==> src/stream_pkg.sv <==
/* Stream widths and data types shared by the physical ports and the core */

`default_nettype none

package stream_pkg;

    //////////////////////////////
    // Widths

    // One byte per physical beat
    localparam int PHYS_DATA_BYTES = 1;

    // Core word carries four beats
    localparam int CORE_DATA_BYTES = 4;

    //////////////////////////////
    // Types

    typedef logic [PHYS_DATA_BYTES*8-1:0] phys_data_t;

    // Byte 0 is the earliest byte and sits in the low bits
    typedef logic [CORE_DATA_BYTES*8-1:0] core_data_t;

    // Valid bytes in a core word from 1 to 4
    typedef logic [2:0] byte_cnt_t;

endpackage

`default_nettype wire

==> src/stats_pkg.sv <==
/* Frame counter width and type */

`default_nettype none

package stats_pkg;

    //////////////////////////////
    // Frame counters

    localparam int FRAME_CNT_WIDTH = 32;

    // Wraps silently at the top
    typedef logic [FRAME_CNT_WIDTH-1:0] frame_cnt_t;

endpackage

`default_nettype wire

==> src/ing_port_packer.sv <==
/* Ingress packer for one physical port
   Collects 8-bit beats into core words and holds each word for the switch */

`timescale 1ns/1ps
`default_nettype none

module ing_port_packer
    import stream_pkg::*;
(
    input  wire             phys_port_clk_ifc,
    input  wire             rst_n,
    input  wire phys_data_t ing_tdata,
    input  wire             ing_tvalid,
    input  wire             ing_tlast,
    output logic            ing_tready,
    output core_data_t      pk_data,
    output byte_cnt_t       pk_bytes,
    output logic            pk_last,
    output logic            pk_valid,
    input  wire             pk_ready
);

    localparam int BEATS  = CORE_DATA_BYTES / PHYS_DATA_BYTES;
    localparam int FILL_W = $clog2(BEATS);
    localparam int PHYS_W = PHYS_DATA_BYTES * 8;

    logic [FILL_W-1:0] fill;
    logic              beat;
    logic              close;

    // Word register frees up in the same cycle the switch takes it
    assign ing_tready = !pk_valid || pk_ready;
    assign beat       = ing_tvalid && ing_tready;
    assign close      = beat && (ing_tlast || fill == FILL_W'(BEATS - 1));

    always_ff @(posedge phys_port_clk_ifc or negedge rst_n) begin
        if (!rst_n) begin
            fill     <= '0;
            pk_valid <= 1'b0;
        end else if (close) begin
            fill     <= '0;
            pk_valid <= 1'b1;
        end else begin
            if (beat) begin
                fill <= fill + 1'b1;
            end
            if (pk_valid && pk_ready) begin
                pk_valid <= 1'b0;
            end
        end
    end

    // First beat clears the upper bytes of the word
    always_ff @(posedge phys_port_clk_ifc) begin
        if (beat) begin
            if (fill == '0) begin
                pk_data <= core_data_t'(ing_tdata);
            end else begin
                pk_data[fill*PHYS_W +: PHYS_W] <= ing_tdata;
            end
        end
        if (close) begin
            pk_bytes <= byte_cnt_t'(fill) + byte_cnt_t'(1);
            pk_last  <= ing_tlast;
        end
    end

    // Word held while the switch stalls
    assert property (@(posedge phys_port_clk_ifc) disable iff (!rst_n)
        pk_valid && !pk_ready |=> $stable(pk_data));

endmodule

`default_nettype wire

==> src/echo_switch.sv <==
/* Packet round-robin arbiter over the ingress packers
   and demultiplexer back to the egress port with the same index */

`timescale 1ns/1ps
`default_nettype none

module echo_switch
    import stream_pkg::*;
#(
    parameter int NUM_PORTS = 4
) (
    input  wire                  phys_port_clk_ifc,
    input  wire                  rst_n,
    input  wire core_data_t      pk_data  [NUM_PORTS],
    input  wire byte_cnt_t       pk_bytes [NUM_PORTS],
    input  wire [NUM_PORTS-1:0]  pk_last,
    input  wire [NUM_PORTS-1:0]  pk_valid,
    output logic [NUM_PORTS-1:0] pk_ready,
    output core_data_t           sw_data,
    output byte_cnt_t            sw_bytes,
    output logic                 sw_last,
    output logic [NUM_PORTS-1:0] sw_valid,
    input  wire [NUM_PORTS-1:0]  sw_ready
);

    localparam int IDX_W = $clog2(NUM_PORTS);

    logic             locked;
    logic [IDX_W-1:0] grant;
    logic [IDX_W-1:0] rr_ptr;
    logic [IDX_W-1:0] pick;
    logic             found;
    logic [IDX_W-1:0] sel;
    logic             active;
    logic             xfer;

    // First requester at or after the round-robin pointer
    always_comb begin : rr_search
        int idx;
        found = 1'b0;
        pick  = rr_ptr;
        for (int k = 0; k < NUM_PORTS; k++) begin
            idx = int'(rr_ptr) + k;
            if (idx >= NUM_PORTS) begin
                idx = idx - NUM_PORTS;
            end
            if (!found && pk_valid[idx]) begin
                found = 1'b1;
                pick  = IDX_W'(idx);
            end
        end
    end

    assign sel    = locked ? grant : pick;
    assign active = locked || found;
    assign xfer   = active && pk_valid[sel] && sw_ready[sel];

    assign sw_data  = pk_data[sel];
    assign sw_bytes = pk_bytes[sel];
    assign sw_last  = pk_last[sel];

    // Egress index equals ingress index
    always_comb begin
        for (int i = 0; i < NUM_PORTS; i++) begin
            sw_valid[i] = active && (sel == IDX_W'(i)) && pk_valid[i];
            pk_ready[i] = active && (sel == IDX_W'(i)) && sw_ready[i];
        end
    end

    //////////////////////////////
    // Packet lock

    always_ff @(posedge phys_port_clk_ifc or negedge rst_n) begin
        if (!rst_n) begin
            locked <= 1'b0;
            grant  <= '0;
            rr_ptr <= '0;
        end else if (active) begin
            if (xfer && sw_last) begin
                locked <= 1'b0;
                rr_ptr <= (sel == IDX_W'(NUM_PORTS - 1)) ? '0 : sel + 1'b1;
            end else begin
                locked <= 1'b1;
                grant  <= sel;
            end
        end
    end

    // Only one egress port sees a word at a time
    assert property (@(posedge phys_port_clk_ifc) disable iff (!rst_n)
        $onehot0(sw_valid));

endmodule

`default_nettype wire

==> src/egr_port_unpacker.sv <==
/* Egress unpacker for one physical port
   Splits a core word into 8-bit beats, low byte first */

`timescale 1ns/1ps
`default_nettype none

module egr_port_unpacker
    import stream_pkg::*;
(
    input  wire             phys_port_clk_ifc,
    input  wire             rst_n,
    input  wire core_data_t sw_data,
    input  wire byte_cnt_t  sw_bytes,
    input  wire             sw_last,
    input  wire             sw_valid,
    output logic            sw_ready,
    output phys_data_t      egr_tdata,
    output logic            egr_tvalid,
    output logic            egr_tlast,
    input  wire             egr_tready
);

    localparam int PHYS_W = PHYS_DATA_BYTES * 8;

    core_data_t word;
    byte_cnt_t  remain;
    logic       word_last;
    logic       take;
    logic       emit;

    // Next word only once the current one is drained
    assign sw_ready   = (remain == '0);
    assign take       = sw_valid && sw_ready;
    assign egr_tvalid = (remain != '0);
    assign emit       = egr_tvalid && egr_tready;
    assign egr_tdata  = word[PHYS_W-1:0];
    assign egr_tlast  = word_last && (remain == byte_cnt_t'(1));

    always_ff @(posedge phys_port_clk_ifc or negedge rst_n) begin
        if (!rst_n) begin
            remain <= '0;
        end else if (take) begin
            remain <= sw_bytes;
        end else if (emit) begin
            remain <= remain - 1'b1;
        end
    end

    always_ff @(posedge phys_port_clk_ifc) begin
        if (take) begin
            word      <= sw_data;
            word_last <= sw_last;
        end else if (emit) begin
            word <= word >> PHYS_W;
        end
    end

    // Packer never closes an empty word
    assert property (@(posedge phys_port_clk_ifc) disable iff (!rst_n)
        take |-> sw_bytes != '0);

endmodule

`default_nettype wire

==> src/port_frame_counters.sv <==
/* Per-port completed-frame counters with synchronous clear */

`timescale 1ns/1ps
`default_nettype none

module port_frame_counters
    import stats_pkg::*;
#(
    parameter int NUM_PORTS = 4
) (
    input  wire                 phys_port_clk_ifc,
    input  wire                 rst_n,
    input  wire [NUM_PORTS-1:0] tvalid,
    input  wire [NUM_PORTS-1:0] tready,
    input  wire [NUM_PORTS-1:0] tlast,
    input  wire [NUM_PORTS-1:0] cnt_clear,
    output frame_cnt_t          frame_cnt [NUM_PORTS]
);

    for (genvar i = 0; i < NUM_PORTS; i++) begin : g_port
        // Clear wins over a count in the same cycle
        always_ff @(posedge phys_port_clk_ifc or negedge rst_n) begin
            if (!rst_n) begin
                frame_cnt[i] <= '0;
            end else if (cnt_clear[i]) begin
                frame_cnt[i] <= '0;
            end else if (tvalid[i] && tready[i] && tlast[i]) begin
                frame_cnt[i] <= frame_cnt[i] + 1'b1;
            end
        end
    end

endmodule

`default_nettype wire

==> src/p4_router_top.sv <==
/* Router top level with ingress packers, echo switch,
   egress unpackers and frame counters */

`timescale 1ns/1ps
`default_nettype none

module p4_router_top
    import stream_pkg::*;
    import stats_pkg::*;
#(
    parameter int NUM_PORTS = 4
) (
    input  wire                 phys_port_clk_ifc,
    input  wire                 rst_n,
    input  wire phys_data_t     ing_tdata  [NUM_PORTS],
    input  wire [NUM_PORTS-1:0] ing_tvalid,
    input  wire [NUM_PORTS-1:0] ing_tlast,
    output wire [NUM_PORTS-1:0] ing_tready,
    output wire phys_data_t     egr_tdata  [NUM_PORTS],
    output wire [NUM_PORTS-1:0] egr_tvalid,
    output wire [NUM_PORTS-1:0] egr_tlast,
    input  wire [NUM_PORTS-1:0] egr_tready,
    input  wire [NUM_PORTS-1:0] cnt_clear,
    output wire frame_cnt_t     ing_frame_cnt [NUM_PORTS],
    output wire frame_cnt_t     egr_frame_cnt [NUM_PORTS]
);

    wire core_data_t     pk_data  [NUM_PORTS];
    wire byte_cnt_t      pk_bytes [NUM_PORTS];
    wire [NUM_PORTS-1:0] pk_last;
    wire [NUM_PORTS-1:0] pk_valid;
    wire [NUM_PORTS-1:0] pk_ready;
    wire core_data_t     sw_data;
    wire byte_cnt_t      sw_bytes;
    wire                 sw_last;
    wire [NUM_PORTS-1:0] sw_valid;
    wire [NUM_PORTS-1:0] sw_ready;

    //////////////////////////////
    // Port datapath

    for (genvar i = 0; i < NUM_PORTS; i++) begin : g_port
        ing_port_packer u_packer (
            .phys_port_clk_ifc (phys_port_clk_ifc),
            .rst_n             (rst_n),
            .ing_tdata         (ing_tdata[i]),
            .ing_tvalid        (ing_tvalid[i]),
            .ing_tlast         (ing_tlast[i]),
            .ing_tready        (ing_tready[i]),
            .pk_data           (pk_data[i]),
            .pk_bytes          (pk_bytes[i]),
            .pk_last           (pk_last[i]),
            .pk_valid          (pk_valid[i]),
            .pk_ready          (pk_ready[i])
        );

        // Shared switch bus qualified per port by sw_valid
        egr_port_unpacker u_unpacker (
            .phys_port_clk_ifc (phys_port_clk_ifc),
            .rst_n             (rst_n),
            .sw_data           (sw_data),
            .sw_bytes          (sw_bytes),
            .sw_last           (sw_last),
            .sw_valid          (sw_valid[i]),
            .sw_ready          (sw_ready[i]),
            .egr_tdata         (egr_tdata[i]),
            .egr_tvalid        (egr_tvalid[i]),
            .egr_tlast         (egr_tlast[i]),
            .egr_tready        (egr_tready[i])
        );
    end

    echo_switch #(
        .NUM_PORTS (NUM_PORTS)
    ) u_switch (
        .phys_port_clk_ifc (phys_port_clk_ifc),
        .rst_n             (rst_n),
        .pk_data           (pk_data),
        .pk_bytes          (pk_bytes),
        .pk_last           (pk_last),
        .pk_valid          (pk_valid),
        .pk_ready          (pk_ready),
        .sw_data           (sw_data),
        .sw_bytes          (sw_bytes),
        .sw_last           (sw_last),
        .sw_valid          (sw_valid),
        .sw_ready          (sw_ready)
    );

    //////////////////////////////
    // Frame counters

    port_frame_counters #(
        .NUM_PORTS (NUM_PORTS)
    ) u_ing_cnt (
        .phys_port_clk_ifc (phys_port_clk_ifc),
        .rst_n             (rst_n),
        .tvalid            (ing_tvalid),
        .tready            (ing_tready),
        .tlast             (ing_tlast),
        .cnt_clear         (cnt_clear),
        .frame_cnt         (ing_frame_cnt)
    );

    port_frame_counters #(
        .NUM_PORTS (NUM_PORTS)
    ) u_egr_cnt (
        .phys_port_clk_ifc (phys_port_clk_ifc),
        .rst_n             (rst_n),
        .tvalid            (egr_tvalid),
        .tready            (egr_tready),
        .tlast             (egr_tlast),
        .cnt_clear         (cnt_clear),
        .frame_cnt         (egr_frame_cnt)
    );

endmodule

`default_nettype wire

==> config.mk <==
export PLATFORM = sky130hd
export DESIGN_NAME = p4_router_top
export DESIGN_NICKNAME = d
export VERILOG_FILES = /design/src/stream_pkg.sv /design/src/stats_pkg.sv /design/src/ing_port_packer.sv /design/src/echo_switch.sv /design/src/egr_port_unpacker.sv /design/src/port_frame_counters.sv /design/src/p4_router_top.sv
export SDC_FILE = /design/constraint.sdc
export NUM_CORES = 1
export LEC_CHECK = 0
export BUFFER_PORTS_ARGS = -buffer_cell sky130_fd_sc_hd__buf_4
export CORE_MARGIN = 3
export CORE_UTILIZATION = 51
export DETAILED_ROUTE_END_ITERATION = 6
export HOLD_SLACK_MARGIN = 0.06
export PLACE_DENSITY = 0.8
export SLEW_MARGIN = 25
export SYNTH_ARGS = -nofsm -noshare
export SYNTH_HDL_FRONTEND = slang
export SYNTH_SLANG_ARGS = --single-unit
export TNS_END_PERCENT = 20
==> constraint.sdc <==
create_clock -name phys_port_clk_ifc -period 4.9 [get_ports phys_port_clk_ifc]
set_input_delay 0.49 -clock phys_port_clk_ifc [delete_from_list [all_inputs] [get_ports phys_port_clk_ifc]]
set_output_delay 0.49 -clock phys_port_clk_ifc [all_outputs]
set_load 0.02 [all_outputs]
==> impl_metrics.env <==
export IMPL_status="finished clean"
export IMPL_die_h_um=238
export IMPL_clk_pin_slew_worst_paths_ps=60
export IMPL_grt_pass1_wl_um=111000
export IMPL_ys_seq_area_frac=0.562
export IMPL_r2r_slack_ps=1160
export IMPL_cts_root_buffer_cell="clkbuf_16"
export IMPL_cts_max_path_buffers=3
export IMPL_maxCapViolCount=0
export IMPL_final_common_cell="buf_4"
export IMPL_area_delta_synth_final_pct=17.5
export IMPL_ff2ff_path_depth=7
export IMPL_hp_start="ing_tlast[2]"
export IMPL_period_needed_ps=3810
export IMPL_relSlewSlack=0.325
export IMPL_cp_num_buf_inv=2
export IMPL_postCtsSetupBuffers=0
export IMPL_vias=20800
export IMPL_netlist_area_um2=27400
export IMPL_worst_path_max_fanout=27
export IMPL_viasPerCell=5.72
export IMPL_synth_ff_type="dfrtp_1"
export IMPL_dp_hpwl_um=49200
export IMPL_finClkSkew_ps=26.5
export IMPL_cp_cell_sequence="nor2b_1 > o31a_1 > o41a_1 > o31a_1 > inv_2 > buf_4"
export IMPL_critPathArrivalTime_ps=3320
export IMPL_tightestPinTransition_ps=1010
export IMPL_syn_nets=2737
export IMPL_finalWorstSetupSlack_ps=1090
export IMPL_timing_rr_end="g_port[1].u_packer.pk_data[26]"
export IMPL_rr_startpoint="g_port[3].u_packer.pk_valid"
export IMPL_final_max_slew_viol_count=0
export IMPL_p_per_area_nw_per_um2=488
export IMPL_firstDrtPassIters=7
export IMPL_num_rows=84
export IMPL_cts_tree="built"
export IMPL_htreeDepth=2
export IMPL_ant_nets=0
export IMPL_startpoint_type="flop"
export IMPL_clkSinkCount=561
export IMPL_routedWlPerCell_um=19.5
export IMPL_ys_types=61
export IMPL_power_leakage_uw=0.0136
export IMPL_timing_fmax_mhz=263
export IMPL_nNetsFinal=3000
export IMPL_drc=0
export IMPL_tns_ps=0
export IMPL_routed_wl_um=70900
export IMPL_setup_violations_final=0
export IMPL_drive_gt1_frac=0.176
export IMPL_die_x_um=238
export IMPL_synth_warnings=0
export IMPL_min_to="g_port[2].u_packer.pk_last"
export IMPL_cts_resized=0
export IMPL_cpPeakStageDelay_ps=650
export IMPL_worst_ep_required_time_ps=4410
export IMPL_ir_worst_vdd_v=0.000399
export IMPL_grt_pass1_vias=20300
export IMPL_place_congestion=0.903
export IMPL_end_kind="primary output"
export IMPL_place_ws_ps=1280
export IMPL_crit_top_cell="o31a_1"
export IMPL_cpMaxStageDelayCell="dfrtp_1"
export IMPL_synth_edf_count=276
export IMPL_numCtsBuffers=60
export IMPL_io_buffers=349
export IMPL_hold_viol=0
export IMPL_avgSynthCellArea_um2=10.4
export IMPL_period_share=0.777
export IMPL_synthArstFlopShare=0.508
export IMPL_min_path_cells=1
export IMPL_grt_use_total=0.242
export IMPL_grt_overflow=0
export IMPL_rsz0062_at_grt="no"
export IMPL_critPathKind="flop to primary output"
export IMPL_start_util=0.519
export IMPL_cp_top_family="compound AO/OA/AOI/OAI gates"
export IMPL_mostFrequentLayoutCells="buf_4, nor2_1, dfrtp_1, edfxtp_1, nand2_1"
export IMPL_synth_cells=2642
export IMPL_die_area_um2=56600
export IMPL_dr_first_iter_drc_count=1857
export IMPL_core_area_um2=52900
export IMPL_hold_path_class="input pin to flop"
export IMPL_ys_ff_latch=561
export IMPL_insertion_delay_ps=630
export IMPL_antenna_found_initial=1
export IMPL_ios=350
export IMPL_grt_max_degree=111
cells in the mapped netlist (all sizes together) (2+ instances only):
cell type	number	share of area
buf	73	0.017
o211ai	7	0.0021
inv	51	0.0070
edfxtp	276	0.30
nand2	251	0.034
mux2i	41	0.015
o221ai	3	0.00096
a21o	3	0.00082
nor4bb	2	0.00073
nand2b	104	0.024
nor4	9	0.0028
a21oi	131	0.024
nor4b	3	0.00096
ha	45	0.021
o41a	2	0.00082
or3	33	0.0075
nor3b	4	0.0011
xor2	164	0.052
dfrtp	285	0.26
nor3	30	0.0057
nand3b	3	0.0013
o2111ai	6	0.0019
and2	52	0.012
and4	25	0.0080
xnor2	58	0.019
nor2	304	0.042
nor2b	18	0.0044
and3	44	0.010
o31a	2	0.00064
o21ai	186	0.034
nand3	195	0.036
o211a	2	0.00073
nand4	77	0.018
or2	3	0.00068
mux2	40	0.016
and3b	3	0.00096
clkbuf	97	0.013
how the worst max path moves through the flow:
stage	start	end	slack, ps	cells past startpoint
floorplan	g_port[2].u_packer.pk_valid	u_ing_cnt.frame_cnt[27]	1290	14
global placement	g_port[3].u_packer.pk_valid	g_port[1].u_packer.pk_data[12]	1370	7
detailed placement	g_port[3].u_packer.pk_valid	g_port[1].u_packer.pk_data[11]	1280	7
CTS	g_port[3].u_packer.pk_valid	ing_tready[1]	1110	6
global route	g_port[3].u_packer.pk_valid	g_port[1].u_packer.pk_data[14]	910	7
finish	g_port[3].u_packer.pk_valid	ing_tready[1]	1090	6
registers in the layout, summed over array words and instances, names as in the netlist:
signal                       count
g_port.u_unpacker.word_last      4
g_port.u_packer.fill             8
u_ing_cnt.frame_cnt            128
u_egr_cnt.frame_cnt            128
u_switch.grant                   2
u_switch.rr_ptr                  2
g_port.u_packer.pk_bytes        12
g_port.u_packer.pk_last          4
g_port.u_packer.pk_valid         4
g_port.u_packer.pk_data        128
u_switch.locked                  1
g_port.u_unpacker.remain        12
g_port.u_unpacker.word         128
cell type report:
| cell class | count | area, um^2 |
|---|---|---|
| multi-input combinational | 1860 | 11000 |
| tap | 688 | 861 |
| fill | 4142 | 20600 |
| clock inverter | 26 | 248 |
| antenna | 1 | 2.50 |
| inverter | 51 | 191 |
| sequential | 561 | 15400 |
| clock buffer | 81 | 1680 |
| timing repair buffer | 371 | 2830 |
logic make-up after synthesis:
family	synth area share
mux	0.0314
buf+inv	0.0377
fa+ha+maj	0.0205
compound gates	0.0681
xor+xnor	0.0708
simple gates	0.210
flops	0.562
per-stage QoR:
stage / instances / area, um^2 / hold slack [ps] / total power, uW / util
2_1_floorplan: 2642 / 27400 / 194 / 9850 / -
3_3_place_gp: 3528 / 30300 / 492 / 11100 / 0.573
3_5_place_dp: 3528 / 30300 / 507 / 11300 / 0.573
4_1_cts: 3638 / 32200 / 76.7 / 15800 / 0.610
5_1_grt: 3639 / 32300 / 85.7 / 16600 / 0.610
6_report: 3639 / 32300 / 110 / 15800 / 0.610
what timing repair did:
action / CTS / global route
endpoints found under the hold margin: 109 / 0
hold buffers: 3 / 0
endpoints found under the setup margin: 0 / 0
power breakdown:
part	internal, uW	total (uW)	switching (uW)
clock network	2560	4460	1910
logic	1500	4750	3250
registers	6140	6540	396
total	10200	15800	5560
per-layer routing:
metal / share of wire / vias to the layer above / routed length (um) / track usage
met4: 0.043 / 0 / 3040 / 0.0958
met1: 0.41 / 10200 / 29300 / 0.327
li1: - / 9687 / - / -
met2: 0.47 / 820 / 33100 / 0.385
met5: 0 / - / 0 / 0
met3: 0.076 / 158 / 5410 / 0.0524
No activity file was read; power rests on OpenSTA's default activity.
